**src/dcache_pkg.sv**
```systemverilog
// Shared geometry, latencies, fault codes and controller state encodings
// Cache line union with data and fault views, boot-ROM line pattern
`default_nettype none

package dcache_pkg;

	// ============================================================
	// Geometry
	// ============================================================
	localparam int ADR_W      = 32;
	localparam int LINE_OFS_W = 6;
	localparam int BEAT_W     = 128;
	localparam int BEATS      = 4;
	localparam int DATA_W     = BEATS * BEAT_W;
	localparam int LINE_W     = 8 + DATA_W;
	localparam int LINE_BYTES = LINE_W / 8;
	localparam int L1_LINES   = 16;
	localparam int L2_LINES   = 64;
	localparam int L1_IDX_W   = $clog2(L1_LINES);
	localparam int L2_IDX_W   = $clog2(L2_LINES);
	localparam int L1_TAG_W   = ADR_W - LINE_OFS_W - L1_IDX_W;
	localparam int L2_TAG_W   = ADR_W - LINE_OFS_W - L2_IDX_W;

	// Latencies in cycles
	localparam int L2_READ_LAT  = 3;
	localparam int ROM_READ_LAT = 1;
	localparam int L1_WRITE_LAT = 3;

	// Upper address half that selects the boot ROM
	localparam logic [15:0] ROM_BASE = 16'h0001;

	// Fault codes
	localparam int FAULT_W = 3;
	localparam logic [FAULT_W-1:0] FAULT_NONE = 3'd0;
	localparam logic [FAULT_W-1:0] FAULT_RDV  = 3'd2;
	localparam logic [FAULT_W-1:0] FAULT_ERR  = 3'd3;

	// Refill FSM states
	localparam logic [2:0] ST_IDLE = 3'd0;
	localparam logic [2:0] ST_LAT  = 3'd1;
	localparam logic [2:0] ST_L2W  = 3'd2;
	localparam logic [2:0] ST_ACK  = 3'd3;
	localparam logic [2:0] ST_GAP  = 3'd4;
	localparam logic [2:0] ST_FILL = 3'd5;
	localparam logic [2:0] ST_WAIT = 3'd6;

	// One line word; top 3 bits non-zero marks a fault line
	typedef union packed {
		struct packed {
			logic [7:0] status;
			logic [BEATS-1:0][BEAT_W-1:0] beats;
		} data;
		struct packed {
			logic [FAULT_W-1:0] code;
			logic [LINE_W-FAULT_W-1:0] rsvd;
		} fault;
	} dc_line_u;

	// Boot-ROM contents: line address XOR word index times golden ratio
	function automatic logic [DATA_W-1:0] rom_line(input logic [ADR_W-1:0] adr);
		logic [DATA_W-1:0] d;
		logic [ADR_W-1:0] base;
		base = {adr[ADR_W-1:LINE_OFS_W], {LINE_OFS_W{1'b0}}};
		for (int w = 0; w < DATA_W / 32; w++)
			d[w*32 +: 32] = base ^ (32'(w) * 32'h9e37_79b9);
		return d;
	endfunction

endpackage

`default_nettype wire

```
**src/dcache_rom.sv**
```systemverilog
// Boot-ROM line source, one-cycle registered read
`default_nettype none

module dcache_rom (
	input wire clk,
	input wire rst_i,
	input wire [dcache_pkg::ADR_W-1:0] adr_i,
	output logic [dcache_pkg::DATA_W-1:0] dat_o
);
	import dcache_pkg::*;

	// Pattern generated from the line address
	always_ff @(posedge clk) begin
		if (rst_i)
			dat_o <= '0;
		else
			dat_o <= rom_line(adr_i);
	end

endmodule

`default_nettype wire

```
**config.mk**
```make
export PLATFORM = sky130hd
export DESIGN_NAME = dcache_rom
export DESIGN_NICKNAME = d
export VERILOG_FILES = /design/src/dcache_pkg.sv /design/src/dcache_rom.sv
export SDC_FILE = /design/constraint.sdc
export NUM_CORES = 1
export LEC_CHECK = 0
export BUFFER_PORTS_ARGS = -buffer_cell sky130_fd_sc_hd__buf_2
export CORE_AREA = 5 5 207 209
export DETAILED_ROUTE_END_ITERATION = 7
export DIE_AREA = 0 0 212 214
export GPL_ROUTABILITY_DRIVEN = 1
export PLACE_DENSITY = 0.43
export SYNTH_ARGS = -nofsm -noshare
export SYNTH_HDL_FRONTEND = slang
export SYNTH_SLANG_ARGS = --single-unit
```
**constraint.sdc**
```tcl
create_clock -name clk -period 2.6 [get_ports clk]
set_input_delay 0.13 -clock clk [delete_from_list [all_inputs] [get_ports clk]]
set_output_delay 0.13 -clock clk [all_outputs]
set_load 0.02 [all_outputs]
```
Word-level counts from Yosys, hierarchy flattened

Cells that the tools add are included.

Add/subtract/negate cells: 0
Multiply operators: 0
Divide/modulo/power cells: 0
Magnitude comparators: 0
Equality and inequality tests: 0
Shifts and indexed selects: 0
Muxes and demuxes: 0
Bitwise gates (word level): 15
Reduce and logical (&&, ||, !) cells: 0

Operators by type and width:

| kind       | number |
|---|---|
| NOT 19 bit | 3 |
| NOT 17 bit | 3 |
| NOT 13 bit | 3 |
| NOT 14 bit | 2 |
| NOT 20 bit | 1 |
| NOT 18 bit | 1 |
| NOT 16 bit | 1 |
| NOT 12 bit | 1 |

Register bits: 512
Bits in latches: 0
Bits in writable memories: 0
Bits in read-only memories: 0
Bits of input ports: 34
Logic and storage cells: 17
Memories kept: 0

Logic depth before layout (Yosys ltp)

Word-level depth: 1
Gate-level depth with buffers: 3
Gate-level depth less buffers: 1

Worst setup path before layout

No wires, ideal clock.

Path kind: register -> output
Start point: reg dat_o[484] (netlist name)
End point: out dat_o[101] (netlist bit)
Arrival time: 1458 ps
Data required time: 2470 ps
Setup slack: 1012 ps
Cell stages (with the launch flop): 2
Path through: dfxtp_1 buf_4

RTL lines:

| item          | RTL line        | RTL |
|---|---|---|
| end, declared | dcache_rom.sv:8 | `output logic [dcache_pkg::DATA_W-1:0] dat_o` |

==> results_dict.tcl <==
set metrics [dict create \
    antenna_left 0 \
    swShare_pct 42.1 \
    setup-violations-final 0 \
    wirelength_um 12200 \
    multi_input_area_um2 538 \
    cts_setup_buffers 0 \
    rows 74 \
    p_per_area_nw_per_um2 552 \
    post-route-util_pct 12.7 \
    p_clk_share_pct 30.9 \
    hold_viol 0 \
    p_switching_uw 1200 \
    ys.warnings.count 0 \
    outcome "complete, no violations" \
    critPathLaunchType "flop" \
    num_vias 3012 \
    p_int_uw 1650 \
    crit_type "reg2out" \
    fin_crit_sh_pct 57.8 \
    num_antenna_cells 0 \
    combPwrFrac_pct 36.2 \
    cp_max_fo 39 \
    io_pins 546 \
    grt_pass1_vias 2634 \
    io_buffers 491 \
    fillCellCount 4705 \
    antenna_found_initial 0 \
    ff_latch_area_um2 1060 \
    critPathRequiredTime_ps 2470 \
    grt_pass1_wl_um 16000 \
    p_leak_uw 0.00325 \
    clock.fmax_ghz 0.665 \
    crit_path_start "dat_o[484]" \
    synth_seq_cells 53 \
    layout_common_cells "buf_2 (490), dfxtp_1 (53), conb_1 (48)" \
    cts_resized 0 \
    ys_types 10 \
    syn_to_final_growth_pct 4.42 \
    track_usage_pct 4.71 \
    netlist_instances 572 \
    stdcell_area_um2 5180 \
    drc 0 \
    hpwl_um 10000 \
    synth_top_area_cell "buf_4" \
    cts_buffers 5 \
    drt-pass1-iter-count 4 \
    relSlewSlack_pct 43.4 \
    placed_cells 1178 \
    grt_max_degree 54 \
    ctsHoldBuffers 26 \
    final_cells 1212 \
    ctsLongestPathBuffers 2 \
    gp_congestion 0.662 \
    critPathCaptureType "output pin" \
    synth_area_um2 4960 \
    crit_arrival_ps 1370 \
    ir_drop_v 0.000269 \
    overflow 0 \
    cts-root-buf "clkbuf_16" \
    rsz0062_at_grt "no" \
    max_flop_register "dat_o" \
    cts.sinks 53 \
    vias_per_cell 2.49 \
    largest_reg_flops 53 \
    ys_seq_area_share_pct 21.4 \
    avgRoutedWirePerCell_um 10.1 \
    synth_area_leaders "buf_4 (70%), dfxtp_1 (21%), nor2b_2 (2.7%)" \
    maxCapViolCount 0 \
    seqPwrFrac_pct 32.9 \
    cp-endpoint "dat_o[416]" \
    hp-start "rst_i" \
    cts_tree "done" \
    syn_avg_cell_area_um2 8.67 \
    coreArea_um2 40600 \
    final_common_cell "buf_2" \
    drt_first_iter_violations 55 \
    placed_cell_area_um2 4740 \
    worst_pin_slew_ps 848 \
    dieHeight_um 214 \
    path_clk_slew_ps 80 \
    layout_min_cycle_time_ps 1500 \
    setup_tns_ps 0 \
    layout-drive-gt1-share_pct 76.9 \
    htreeDepth 2 \
    die-area_um2 45400 \
    nets 713 \
    start_util_pct 12.2 \
    finalMaxSlewViolations 0 \
    biggestRegsByFlops "dat_o: 53 flops" \
    hp-class "in2reg" \
    synth.top_cell.area_share_pct 69.5 \
    die_width_um 212 \
]
[Yosys cell counts]
master,number
nor2b_4,8
buf_4,459
dfxtp_1,53
inv_1,1
conb_1,1
nor2_1,26
nor2b_1,3
buf_6,4
nor2b_2,15
buf_12,2
[power by group through the flow]
stage                     clock (µW)  sequential, µW  combinational (µW)
after floorplan                    0            1010                1080
after global placement             0             958                1020
after detailed placement           0             963                1010
after CTS                        976             945                1050
after global routing             974             959                1080
final                            883             941                1030
[area by class of cell]
cell class,instances,area share [%]
Clock buffer,6,2.68
Tap cell,532,12.9
Timing Repair Buffer,518,52.7
Sequential cell,53,20.5
Multi-Input combinational cell,100,10.4
Inverter,1,0.0725
Clock inverter,2,0.798
[critical path: stages, from the launching register on]
cell and delay (ps):
dfxtp_1 500, buf_4 320, buf_2 210
[through the flow]
| stage | power, µW | setup WS [ps] | hold WS [ps] |
|---|---|---|---|
| after global routing | 3020 | 991 | 354 |
| final | 2860 | 1100 | 329 |
| after CTS | 2970 | 1040 | 310 |
| after floorplan | 2080 | 1010 | 197 |
| after global placement | 1980 | 1460 | 297 |
| after detailed placement | 1980 | 1440 | 298 |
[how the worst min path moves through the flow]
stage | endpoint | depth (start not counted)
final | dat_o[484] | 2
after global placement | dat_o[50] | 2
after CTS | dat_o[484] | 2
after global routing | dat_o[484] | 2
after detailed placement | dat_o[53] | 2
after floorplan | dat_o[285] | 1
[cells by family (layout without fill, tap and decap cells)]
| family | count (synthesis) | after routing | synth area share (%) |
|---|---|---|---|
| buffers and inverters | 466 | 527 | 71.3 |
| DFF | 53 | 53 | 21.4 |
| other | 1 | 48 | 0.0756 |
| and+or+nand+nor | 52 | 52 | 7.22 |
[metal layers]
metal / share of wire, % / GRT usage, %
met1: 35 / 4.96
met2: 49 / 8.47
met3: 14 / 1.61
met4: 1.6 / 2.00
met5: 0 / 0
Note: power is estimated with default switching activity, not from simulation.
